`src/common/siggen_macros.svh`:
```
`ifndef SIGGEN_MACROS_SVH
`define SIGGEN_MACROS_SVH

`define FRAME_BITS      120

// frame lengths in bits
`define LEN_QUERY       16
`define LEN_ENABLE      40
`define LEN_PWM         96
`define LEN_DDS         112

`define CMD_GET_ID      8'd0
`define CMD_GET_CONFIG  8'd1
`define CMD_GET_RESULT  8'd4

`define GROUP_OUTPUT    8'd3
`define OP_SET          8'd2
`define OP_ENABLE       8'd5

`define ID_DDS          8'h1
`define ID_PWM          8'h4
`define ID_FC           8'h2
`define ID_NONE         8'h0

`define DDS_TYPE        16'd6        // ad9959 compatible
`define MCLK_HZ         32'd250000000
`define MAX_MV          16'd3300
`define PWM_CHANNELS    8'd4
`define PWM_BITS        8'd32
`define FC_CHANNELS     8'd2
`define FC_RESOLUTION   8'd4

`define FC_GATE_CYCLES  200          // clk cycles per window

`endif

```
`src/common/siggen_pkg.sv`:
```
`include "siggen_macros.svh"

package siggen_pkg;

    typedef logic [`FRAME_BITS-1:0] frame_t;

    typedef logic [7:0] bit_count_t;

    // dds code, pwm period or duty
    typedef logic [31:0] code_t;

    typedef logic [1:0] channel_t;

    typedef logic [31:0] count_t;

    typedef enum logic [1:0] {
        dec_idle,
        dec_exec,
        dec_clear_wait
    } dec_state_t;

endpackage

```
`src/spi/spi_slave.sv`:
```
`timescale 1ns/10ps

module spi_slave import siggen_pkg::*; (
    input  logic       clk,
    input  logic       nreset,
    input  logic       sck,
    input  logic       mosi,
    input  logic       ncs,
    output logic       miso,
    output frame_t     frame,
    output bit_count_t bit_count,
    output logic       frame_done,
    input  frame_t     reply,
    input  logic       reply_load
);

    logic [1:0] sck_sync;
    logic [1:0] ncs_sync;
    logic [1:0] mosi_sync;
    logic       sck_prev;
    logic       ncs_prev;
    logic       sck_rise;
    logic       sck_fall;
    logic       ncs_rise;
    logic       ncs_fall;
    frame_t     reply_sr;

    always_ff @(posedge clk) begin
        if (!nreset) begin
            sck_sync  <= 2'b00;
            ncs_sync  <= 2'b11;
            mosi_sync <= 2'b00;
            sck_prev  <= 1'b0;
            ncs_prev  <= 1'b1;
        end else begin
            sck_sync  <= {sck_sync[0], sck};
            ncs_sync  <= {ncs_sync[0], ncs};
            mosi_sync <= {mosi_sync[0], mosi};
            sck_prev  <= sck_sync[1];
            ncs_prev  <= ncs_sync[1];
        end
    end

    assign sck_rise = sck_sync[1] & ~sck_prev;
    assign sck_fall = ~sck_sync[1] & sck_prev;
    assign ncs_rise = ncs_sync[1] & ~ncs_prev;
    assign ncs_fall = ~ncs_sync[1] & ncs_prev;

    always_ff @(posedge clk) begin
        if (sck_rise && !ncs_sync[1])
            frame <= {frame[$bits(frame_t)-2:0], mosi_sync[1]}; // msb first
    end

    always_ff @(posedge clk) begin
        if (!nreset) begin
            bit_count  <= '0;
            frame_done <= 1'b0;
            reply_sr   <= '0;
        end else begin
            frame_done <= ncs_rise && (bit_count != '0);
            if (ncs_fall)
                bit_count <= '0;
            else if (sck_rise && !ncs_sync[1])
                bit_count <= bit_count + 1'b1;
            if (reply_load)
                reply_sr <= reply;
            else if (sck_fall && !ncs_sync[1])
                reply_sr <= {reply_sr[$bits(frame_t)-2:0], 1'b0};
        end
    end

    assign miso = ncs ? 1'b0 : reply_sr[$bits(frame_t)-1]; // quiet while deselected

endmodule

```
`src/logic/command_decoder.sv`:
```
`timescale 1ns/10ps
`include "siggen_macros.svh"

module command_decoder import siggen_pkg::*; (
    input  logic       clk,
    input  logic       nreset,
    input  frame_t     frame,
    input  bit_count_t bit_count,
    input  logic       frame_done,
    output frame_t     reply,
    output logic       reply_load,
    output code_t      dds_code [4],
    output code_t      pwm_period [4],
    output code_t      pwm_duty [4],
    input  count_t     fc_result0,
    input  count_t     fc_result1,
    input  logic       fc_ready0,
    input  logic       fc_ready1,
    output logic       ready_clear
);

    dec_state_t state;
    frame_t     cmd;
    bit_count_t len;
    frame_t     next_reply;
    logic [3:0] dds_en;
    logic [3:0] pwm_en;
    code_t      dds_bak [4];
    code_t      period_q [4];
    code_t      duty_bak [4];
    logic       interrupt;

    // byte idx of a frame of len bits, idx 0 sent first
    function automatic logic [7:0] byte_of(frame_t f, int flen, int idx);
        return f[flen-1-8*idx -: 8];
    endfunction

    // swap so the lsb byte goes out first
    function automatic logic [31:0] le32(logic [31:0] w);
        return {w[7:0], w[15:8], w[23:16], w[31:24]};
    endfunction

    function automatic logic [15:0] le16(logic [15:0] w);
        return {w[7:0], w[15:8]};
    endfunction

    assign interrupt = fc_ready0 & fc_ready1;

    always_comb begin
        next_reply = '0;
        if (len == `LEN_QUERY) begin
            case (byte_of(cmd, `LEN_QUERY, 0))
                `CMD_GET_ID:
                    next_reply[`FRAME_BITS-1 -: 32] = {`ID_DDS, `ID_PWM, `ID_FC, `ID_NONE};
                `CMD_GET_CONFIG: begin
                    case (byte_of(cmd, `LEN_QUERY, 1)) // subdevice
                        8'd0: next_reply[`FRAME_BITS-1 -: 64] =
                            {le16(`DDS_TYPE), le32(`MCLK_HZ), le16(`MAX_MV)};
                        8'd1: next_reply[`FRAME_BITS-1 -: 48] =
                            {le32(`MCLK_HZ), `PWM_CHANNELS, `PWM_BITS};
                        8'd2: next_reply[`FRAME_BITS-1 -: 16] = {`FC_CHANNELS, `FC_RESOLUTION};
                        default: next_reply = '0;
                    endcase
                end
                `CMD_GET_RESULT:
                    next_reply[`FRAME_BITS-1 -: 64] = {le32(fc_result0), le32(fc_result1)};
                default: next_reply = '0;
            endcase
        end
    end

    always_ff @(posedge clk) begin
        if (state == dec_idle && frame_done) begin
            cmd <= frame;
            len <= bit_count;
        end
        if (state == dec_exec)
            reply <= next_reply;
    end

    always_ff @(posedge clk) begin
        if (!nreset) begin
            state       <= dec_idle;
            reply_load  <= 1'b0;
            ready_clear <= 1'b0;
            dds_en      <= '0;
            pwm_en      <= '0;
            for (int i = 0; i < 4; i++) begin
                dds_bak[i]  <= '0;
                period_q[i] <= code_t'(1);
                duty_bak[i] <= '0;
            end
        end else begin
            reply_load <= 1'b0;
            case (state)
                dec_idle: begin
                    if (frame_done)
                        state <= dec_exec;
                end
                dec_exec: begin
                    reply_load <= 1'b1;
                    state      <= dec_idle;
                    case (len)
                        `LEN_QUERY: begin
                            if (byte_of(cmd, `LEN_QUERY, 0) == `CMD_GET_RESULT) begin
                                ready_clear <= 1'b1;
                                state       <= dec_clear_wait;
                            end
                        end
                        `LEN_ENABLE: begin
                            if (byte_of(cmd, `LEN_ENABLE, 1) == `GROUP_OUTPUT &&
                                byte_of(cmd, `LEN_ENABLE, 2) == `OP_ENABLE) begin
                                case (byte_of(cmd, `LEN_ENABLE, 0)) // target
                                    8'd0: dds_en[channel_t'(byte_of(cmd, `LEN_ENABLE, 3))] <=
                                        byte_of(cmd, `LEN_ENABLE, 4) != 8'd0;
                                    8'd1: pwm_en[channel_t'(byte_of(cmd, `LEN_ENABLE, 3))] <=
                                        byte_of(cmd, `LEN_ENABLE, 4) != 8'd0;
                                    default: ;
                                endcase
                            end
                        end
                        `LEN_PWM: begin
                            if (byte_of(cmd, `LEN_PWM, 1) == `GROUP_OUTPUT &&
                                byte_of(cmd, `LEN_PWM, 2) == `OP_SET) begin
                                period_q[channel_t'(byte_of(cmd, `LEN_PWM, 0))] <=
                                    le32(cmd[63:32]);
                                duty_bak[channel_t'(byte_of(cmd, `LEN_PWM, 0))] <=
                                    le32(cmd[31:0]);
                            end
                        end
                        `LEN_DDS: begin
                            if (byte_of(cmd, `LEN_DDS, 1) == `GROUP_OUTPUT &&
                                byte_of(cmd, `LEN_DDS, 2) == `OP_SET)
                                dds_bak[channel_t'(byte_of(cmd, `LEN_DDS, 0))] <= le32(cmd[31:0]);
                        end
                        default: ; // unknown length, reply only
                    endcase
                end
                dec_clear_wait: begin
                    if (!interrupt) begin
                        ready_clear <= 1'b0;
                        state       <= dec_idle;
                    end
                end
                default: state <= dec_idle;
            endcase
        end
    end

    // disabled channels output zero, backups keep the last write
    always_comb begin
        for (int i = 0; i < 4; i++) begin
            dds_code[i]   = dds_en[i] ? dds_bak[i] : '0;
            pwm_period[i] = period_q[i];
            pwm_duty[i]   = pwm_en[i] ? duty_bak[i] : '0;
        end
    end

endmodule

```
`src/logic/output_bank.sv`:
```
`timescale 1ns/10ps

module output_bank import siggen_pkg::*; (
    input  logic       clk,
    input  logic       nreset,
    input  code_t      dds_code [4],
    input  code_t      pwm_period [4],
    input  code_t      pwm_duty [4],
    output logic [3:0] dds_out,
    output logic [3:0] pwm_out
);

    code_t acc [4];
    code_t pwm_cnt [4];
    code_t act_period [4];
    code_t act_duty [4];

    // phase accumulators
    always_ff @(posedge clk) begin
        if (!nreset) begin
            for (int i = 0; i < 4; i++)
                acc[i] <= '0;
        end else begin
            for (int i = 0; i < 4; i++)
                acc[i] <= acc[i] + dds_code[i];
        end
    end

    // pwm counters, new period and duty picked up at the wrap
    always_ff @(posedge clk) begin
        if (!nreset) begin
            for (int i = 0; i < 4; i++) begin
                pwm_cnt[i]    <= '0;
                act_period[i] <= code_t'(1);
                act_duty[i]   <= '0;
            end
        end else begin
            for (int i = 0; i < 4; i++) begin
                if (pwm_cnt[i] + 1'b1 >= act_period[i]) begin // also covers period 0
                    pwm_cnt[i]    <= '0;
                    act_period[i] <= pwm_period[i];
                    act_duty[i]   <= pwm_duty[i];
                end else begin
                    pwm_cnt[i] <= pwm_cnt[i] + 1'b1;
                end
            end
        end
    end

    always_comb begin
        for (int i = 0; i < 4; i++) begin
            dds_out[i] = acc[i][31];
            pwm_out[i] = pwm_cnt[i] < act_duty[i];
        end
    end

endmodule

```
`src/logic/frequency_counter.sv`:
```
`timescale 1ns/10ps
`include "siggen_macros.svh"

module frequency_counter import siggen_pkg::*; (
    input  logic   clk,
    input  logic   nreset,
    input  logic   sig_in,
    input  logic   ready_clear,
    output count_t result,
    output logic   ready
);

    localparam int GATE_W = $clog2(`FC_GATE_CYCLES);

    logic [1:0]        sig_sync;
    logic              sig_prev;
    logic              sig_rise;
    logic [GATE_W-1:0] gate_cnt;
    count_t            edge_cnt;
    logic              gate_end;

    always_ff @(posedge clk) begin
        if (!nreset) begin
            sig_sync <= 2'b00;
            sig_prev <= 1'b0;
        end else begin
            sig_sync <= {sig_sync[0], sig_in};
            sig_prev <= sig_sync[1];
        end
    end

    assign sig_rise = sig_sync[1] & ~sig_prev;
    assign gate_end = gate_cnt == GATE_W'(`FC_GATE_CYCLES - 1);

    always_ff @(posedge clk) begin
        if (!nreset) begin
            gate_cnt <= '0;
            edge_cnt <= '0;
            ready    <= 1'b0;
        end else begin
            if (gate_end) begin
                gate_cnt <= '0;
                edge_cnt <= '0;
            end else begin
                gate_cnt <= gate_cnt + 1'b1;
                edge_cnt <= edge_cnt + count_t'(sig_rise);
            end
            if (ready_clear)
                ready <= 1'b0;
            else if (gate_end)
                ready <= 1'b1;
        end
    end

    always_ff @(posedge clk) begin
        if (gate_end && !ready_clear)
            result <= edge_cnt + count_t'(sig_rise); // last cycle of the window
    end

endmodule

```
`src/logic/siggen_top.sv`:
```
`timescale 1ns/10ps

module siggen_top import siggen_pkg::*; (
    input  logic       clk,
    input  logic       nreset,
    input  logic       sck,
    input  logic       mosi,
    input  logic       ncs,
    input  logic [1:0] freq_in,
    output logic       miso,
    output logic       interrupt,
    output logic [3:0] dds_out,
    output logic [3:0] pwm_out
);

    frame_t     frame;
    bit_count_t bit_count;
    logic       frame_done;
    frame_t     reply;
    logic       reply_load;
    code_t      dds_code [4];
    code_t      pwm_period [4];
    code_t      pwm_duty [4];
    count_t     fc_result0;
    count_t     fc_result1;
    logic       fc_ready0;
    logic       fc_ready1;
    logic       ready_clear;

    spi_slave u_spi (
        .clk(clk), .nreset(nreset), .sck(sck), .mosi(mosi), .ncs(ncs), .miso(miso),
        .frame(frame), .bit_count(bit_count), .frame_done(frame_done),
        .reply(reply), .reply_load(reply_load)
    );

    command_decoder u_dec (
        .clk(clk), .nreset(nreset), .frame(frame), .bit_count(bit_count),
        .frame_done(frame_done), .reply(reply), .reply_load(reply_load),
        .dds_code(dds_code), .pwm_period(pwm_period), .pwm_duty(pwm_duty),
        .fc_result0(fc_result0), .fc_result1(fc_result1),
        .fc_ready0(fc_ready0), .fc_ready1(fc_ready1), .ready_clear(ready_clear)
    );

    output_bank u_out (
        .clk(clk), .nreset(nreset), .dds_code(dds_code), .pwm_period(pwm_period),
        .pwm_duty(pwm_duty), .dds_out(dds_out), .pwm_out(pwm_out)
    );

    frequency_counter u_fc0 (
        .clk(clk), .nreset(nreset), .sig_in(freq_in[0]), .ready_clear(ready_clear),
        .result(fc_result0), .ready(fc_ready0)
    );

    frequency_counter u_fc1 (
        .clk(clk), .nreset(nreset), .sig_in(freq_in[1]), .ready_clear(ready_clear),
        .result(fc_result1), .ready(fc_ready1)
    );

    assign interrupt = fc_ready0 & fc_ready1; // both results waiting

endmodule

```
`config.mk`:
```
export PLATFORM = sky130hd
export DESIGN_NAME = siggen_top
export DESIGN_NICKNAME = d
export VERILOG_FILES = /design/src/common/siggen_pkg.sv /design/src/spi/spi_slave.sv /design/src/logic/command_decoder.sv /design/src/logic/output_bank.sv /design/src/logic/frequency_counter.sv /design/src/logic/siggen_top.sv
export VERILOG_INCLUDE_DIRS = /design/src /design/src/common
export SDC_FILE = /design/constraint.sdc
export NUM_CORES = 2
export LEC_CHECK = 0
export BUFFER_PORTS_ARGS = -buffer_cell sky130_fd_sc_hd__buf_2
export CAP_MARGIN = 20
export CORE_MARGIN = 2
export CORE_UTILIZATION = 55
export CTS_BUF_LIST = sky130_fd_sc_hd__clkbuf_4 sky130_fd_sc_hd__clkbuf_8
export DETAILED_ROUTE_END_ITERATION = 10
export PLACE_DENSITY_LB_ADDON = 0.2
export SLEW_MARGIN = 10
export SYNTH_ARGS = -nofsm -noshare
export SYNTH_HDL_FRONTEND = slang
export SYNTH_SLANG_ARGS = --single-unit
```
`constraint.sdc`:
```
create_clock -name clk -period 17.75 [get_ports clk]
set_input_delay 0.8875 -clock clk [delete_from_list [all_inputs] [get_ports clk]]
set_output_delay 0.8875 -clock clk [all_outputs]
set_load 0.02 [all_outputs]
```
# Yosys cells after proc, flatten, opt, wreduce, memory -nomap -nowiden
# Memory sizes are Yosys's and may differ from the RTL's.
# Cells that the tools add are included.
# W data, S select, Z words.
# totals
regBits,641
memories,7
ram_bits,896
out_inout_bits,10
# op_classes
n_lt_le_gt_ge,10
reduce_logical,31
add_sub_neg,13
bitwise_logic,34
muxes,95
n_eq_ne,23
# memory_table
name,words,width,rd,rd_clocked_by_memory_dff,wr,line,source
u_dec.dds_bak,4,32,4,0,4,command_decoder.sv:28,code_t dds_bak [4];
u_dec.duty_bak,4,32,4,0,4,command_decoder.sv:30,code_t duty_bak [4];
u_dec.period_q,4,32,4,0,4,command_decoder.sv:29,code_t period_q [4];
u_out.acc,4,32,4,0,4,output_bank.sv:13,code_t acc [4];
u_out.act_duty,4,32,4,0,4,output_bank.sv:16,code_t act_duty [4];
u_out.act_period,4,32,4,0,4,output_bank.sv:15,code_t act_period [4];
+1 memories,n/a,n/a,n/a,n/a,n/a,n/a,
# ops
operator,n
$mux W32,31
$mux W120,2
$add A32 B1 Y32 const B,4
$add A32 B32 Y32,4
$ge A32 B32 Y1,4
$lt A32 B32 Y1,4
$pmux W32 S2,2
$pmux W32 S3,1
$reduce_or A32 Y1,3
$add A32 B1 Y32,2
$eq A8 B2 Y1 const B,6
$pmux W16 S3,1
$mux W1,45
$add A8 B1 Y8 const B,3
$eq A8 B1 Y1 const B,3
$logic_not A8 Y1,3
$or A1 B1 Y1,20
$eq A8 B3 Y1 const B,2
$eq A8 B7 Y1 const B,2
$eq A8 B8 Y1 const B,2
$mux W16,1
$reduce_bool A8 Y1,2
$mux W2,7
$reduce_and A4 Y1,3
20 further kinds,49

# Logic depth before layout (Yosys ltp)
# logic_depth
ltp_word,9
ltp_mapped,18
ltp_nobuf,17

# Modules after synthesis
# A second synthesis with hierarchy kept.
# hier_totals
hier_cells,6295
area_unflattened_um2,70528.9
# by_module_without_submodules
mod,cells_each,area_per_inst_um2,n_inst,seq_area_each_um2
output_bank,3245,32772.7,1,14093.5
command_decoder,1637,22253.8,1,16876.2
spi_slave,854,9265.1,1,6346.1
frequency_counter,279,3115.5,2,1841.8
siggen_top,1,6.3,1,0.0

# Worst setup path after synthesis
# Ideal clock, no wire load.
# synth_path
path_kind,register to register
startpoint,reg u_spi.ncs_sync[1]
endpoint,reg u_spi.bit_count[5]
stages_incl_launch_ff,6
setup_time_ps,133
arrival_time_ps,9663
setup_slack_ps,7954
cell_sequence,dfxtp_1 -> nor3b_1 -> and4_1 -> nand3_1 -> xor2_1 -> nor2_1
# synth_via
elab_chain_cells,3
# synth_lines
element,line,source
"start, declared",spi_slave.sv:18,logic [1:0] ncs_sync;
"start signal, assigned",spi_slave.sv:37,"ncs_sync <= {ncs_sync[0], ncs};"
$not A1 Y1,spi_slave.sv:47,assign ncs_fall = ~ncs_sync[1] & ncs_prev;
$and A1 B1 Y1,spi_slave.sv:47,
$reduce_or A2 Y1 (no line),n/a,
"end signal, assigned",spi_slave.sv:64,bit_count <= bit_count + 1'b1;
"end, declared",spi_slave.sv:11,"output bit_count_t bit_count,"
# Parallel ways exist; a longest one is shown, timed or not.
# A chain may end at the register's enable or synchronous reset.

==> flow_summary.yaml <==
clocking:
  hold_buffers: 0
  clkTransAtPathRegs_ns: 0.06
  numCtsBuffers: 220
  cts_buffer_depth: 3
  post_cts.repair.setup_buffers: 0
  clock_sinks: 1417
  ctsRootBufferMaster: "clkbuf_8"
  cts_tree: "done"
  cts_resized: 0
  clkLatencyLatePin_ns: 0.91
  htreeDepth: 4
sta:
  final.setup.tns_ns: 0
  fmax_mhz: 196
  slew_headroom_pct: 17.4
  rsz0062_at_grt: "no"
  final_max_slew_viol_count: 0
  setup_viol: 0
  worst_pin_slew_ns: 1.23
  post-route-worst-setup-slack_ns: 12.65
  report.final.hold_viol_count: 0
  period_share_pct: 28.7
  period_needed_ns: 5.10
  final.setup_skew_ns: 0.0427
logic_synthesis:
  yosysSeqAreaShare_pct: 59.9
  ys_types: 69
  synthArstFlopShare_pct: 0
  yosysTopAreaCell: "edfxtp_1"
  synth_cells: 5546
  synthFlopType: "edfxtp_1"
  synth-seq-cells: 1417
  synthTopCellsByCount: "edfxtp_1 (1108), and2_1 (542), and3_1 (406)"
  syn_area_per_cell_um2: 11.9
  yosysMostFrequentCell: "edfxtp_1"
  syn-cell-area_um2: 65900
  yosys_warnings: 0
  yosys.area.top_type_share_pct: 50.5
  synth_edf_count: 1108
  synthTopCellsByArea: "edfxtp_1 (51%), dfxtp_1 (9.4%), ha_1 (7.4%)"
setup_path:
  cp_slowest_cell: "buf_4"
  cp_slowest_stage_delay_ns: 0.63
  crit_arrival_ns: 5.71
  timing.rr.end: "u_out.pwm_cnt[0][95]"
  critPathLaunchType: "register"
  worst-setup-path-type: "register to register"
  r2r_setup_slack_ns: 12.65
  ff2ff_path_depth: 17
  path_max_fanout: 50
  r2r_start: "u_out.pwm_cnt[0][72]"
  cp_cell_sequence: "and4_1 > and3_1 > nand3_1 > nor3_1 > nand3_1 > xnor2_1 > ha_1 > nand4_1 > nor2_1 > nand2_1 > o221ai_1 > a21oi_1 > o31ai_2 > buf_4 > or2_4 > buf_4 > nor2b_1"
  cp-end-kind: "register"
  critical_path_required_ns: 18.36
pwr:
  p_sw_share_pct: 25.6
  power_mw: 7.69
  seq_power_share_pct: 51.9
  p_int_mw: 5.73
  p_switching_mw: 1.97
  power_density_nw_per_um2: 105
  p_clk_share_pct: 36.7
  p_comb_share_pct: 11.5
  power_leakage_nw: 29.7
  peakVddDrop_uv: 71.9
layout:
  nets: 6172
  drive_gt1_share_pct: 8.65
  fin_area_um2: 73100
  syn_to_final_growth_pct: 10.9
  final_util_pct: 61.7
global_routing:
  grt_max_degree: 79
  grt_first_pass_wirelength_um: 233000
  grt_pass1_vias: 40400
  antenna_found_initial: 24
  grt-ovfl-total: 0
  grtUsageTotal_pct: 24.9
floorplanning:
  die_w_um: 350
  start_util_pct: 55.6
  num_rows: 126
  die_y_um: 350
  pin_count: 17
  core-area_um2: 118000
  die_area_um2: 123000
status:
  status: "completed"
routing:
  drt-initial-drc-count: 3642
  via_per_inst: 5.54
  routed_wirelength_um: 151000
  route.detailed.drc: 0
  drtAntennaViolNets: 0
  routedWlPerCell_um: 19.9
  vias: 42100
  drt-pass1-iter-count: 5
worst_hold_path:
  min_path_cells: 2
  hold_class: "input pin to register"
  min_to: "u_fc0.sig_sync[0]"
  min_from: "freq_in[0]"
placement:
  hpwl_um: 97500
  placed_area_um2: 68300
  io_buffer_count: 16
  post-place-ws_ns: 12.68
  routabilityCongestion: 0.870
flow_run:
  cap_violations: 0
## logic make-up (layout without fill, tap and decap cells)
group                    after synthesis  after routing  share of synthesized area (%)
AND/OR/NAND/NOR                     2138           2138                           17.8
XOR/XNOR                             294            294                           3.91
AO/OA/AOI/OAI                        701            701                           6.65
buffers and inverters                529            820                           3.11
flip-flops                          1417           1417                           59.9
multiplexers                          74             74                           1.12
other                                  1            151                        0.00569
adder cells (fa/ha/maj)              392            392                           7.49
## critical path: cells and delay by family, from the launching register on
kind            cells  cell delay [ns]
compound gates      3             0.35
xor+xnor            1             0.18
simple gates       10             2.55
flops               1             0.46
buf+inv             2             0.94
fa+ha+maj           1             0.31
## placed cells by master, fill, tap and decap left out, drive strengths merged, types with 119 or more instances in the layout
cell type and count:
edfxtp 1108, and2 542, and3 406, nor2 405
ha 388, clkbuf 317, dfxtp 309, inv 309
a21oi 267, nand2 221, xnor2 165, nor2b 159
a21o 154, xor2 129, conb 128, nand3 119
## worst max path at each step
stage,startpoint,endpoint,slack (ns),cells after the start
after floorplan,u_spi.ncs_sync[1],u_spi.bit_count[5],7.95,5
after global placement,u_out.pwm_cnt[0][72],u_out.act_duty[0][92],12.76,16
after detailed placement,u_out.pwm_cnt[0][72],u_out.pwm_cnt[0][95],12.68,17
after CTS,u_out.pwm_cnt[0][72],u_out.pwm_cnt[0][80],12.64,17
after global routing,u_out.pwm_cnt[0][72],u_out.pwm_cnt[0][89],12.19,17
final,u_out.pwm_cnt[0][72],u_out.pwm_cnt[0][95],12.65,17
## registers in the layout, indices dropped and copies added, names as in the netlist, 4 cells and up
name              cells
u_dec.dds_bak       128
u_dec.duty_bak      128
u_dec.period_q      128
u_out.acc           128
u_out.act_duty      128
u_out.act_period    128
u_out.pwm_cnt       128
u_spi.frame         106
u_dec.cmd            98
u_dec.reply          64
u_spi.reply_sr       64
u_fc0.edge_cnt       32
u_fc0.result         32
u_fc1.edge_cnt       32
u_fc1.result         32
u_dec.len             8
u_fc0.gate_cnt        8
u_fc1.gate_cnt        8
u_spi.bit_count       8
u_dec.dds_en          4
u_dec.pwm_en          4
## final cells by class
type                       count  area (um2)
antenna                       23        57.6
clock buffer                 317        3860
clock inverter                96         726
fill                        9346       45300
inverter                     302        1140
multi-input combinational   3727       25000
sequential                  1417       39500
tap                         1600        2000
timing repair buffer         105         857
## power by group through the flow
stage	combinational (mW)	clock (mW)	sequential, mW
floorplan	0.634	0	4.01
global placement	0.844	0	4.05
detailed placement	0.873	0	4.06
CTS	0.882	2.87	3.99
global route	1.01	3.02	4.02
finish	0.882	2.82	3.99
## metal layers
layer / routed length, um / global-route usage [%]
met1: 66700 / 34.9
met4: 4770 / 9.13
met3: 11100 / 4.90
met5: 0 / 0
met2: 68500 / 38.5
## through the flow
step                std cells  hold slack [ns]
global placement         7144            0.386
CTS                      7559            0.124
finish                   7587            0.203
global route             7567            0.154
detailed placement       7146            0.391
floorplan                5673            0.386
No activity file was read; power rests on OpenSTA's default activity.
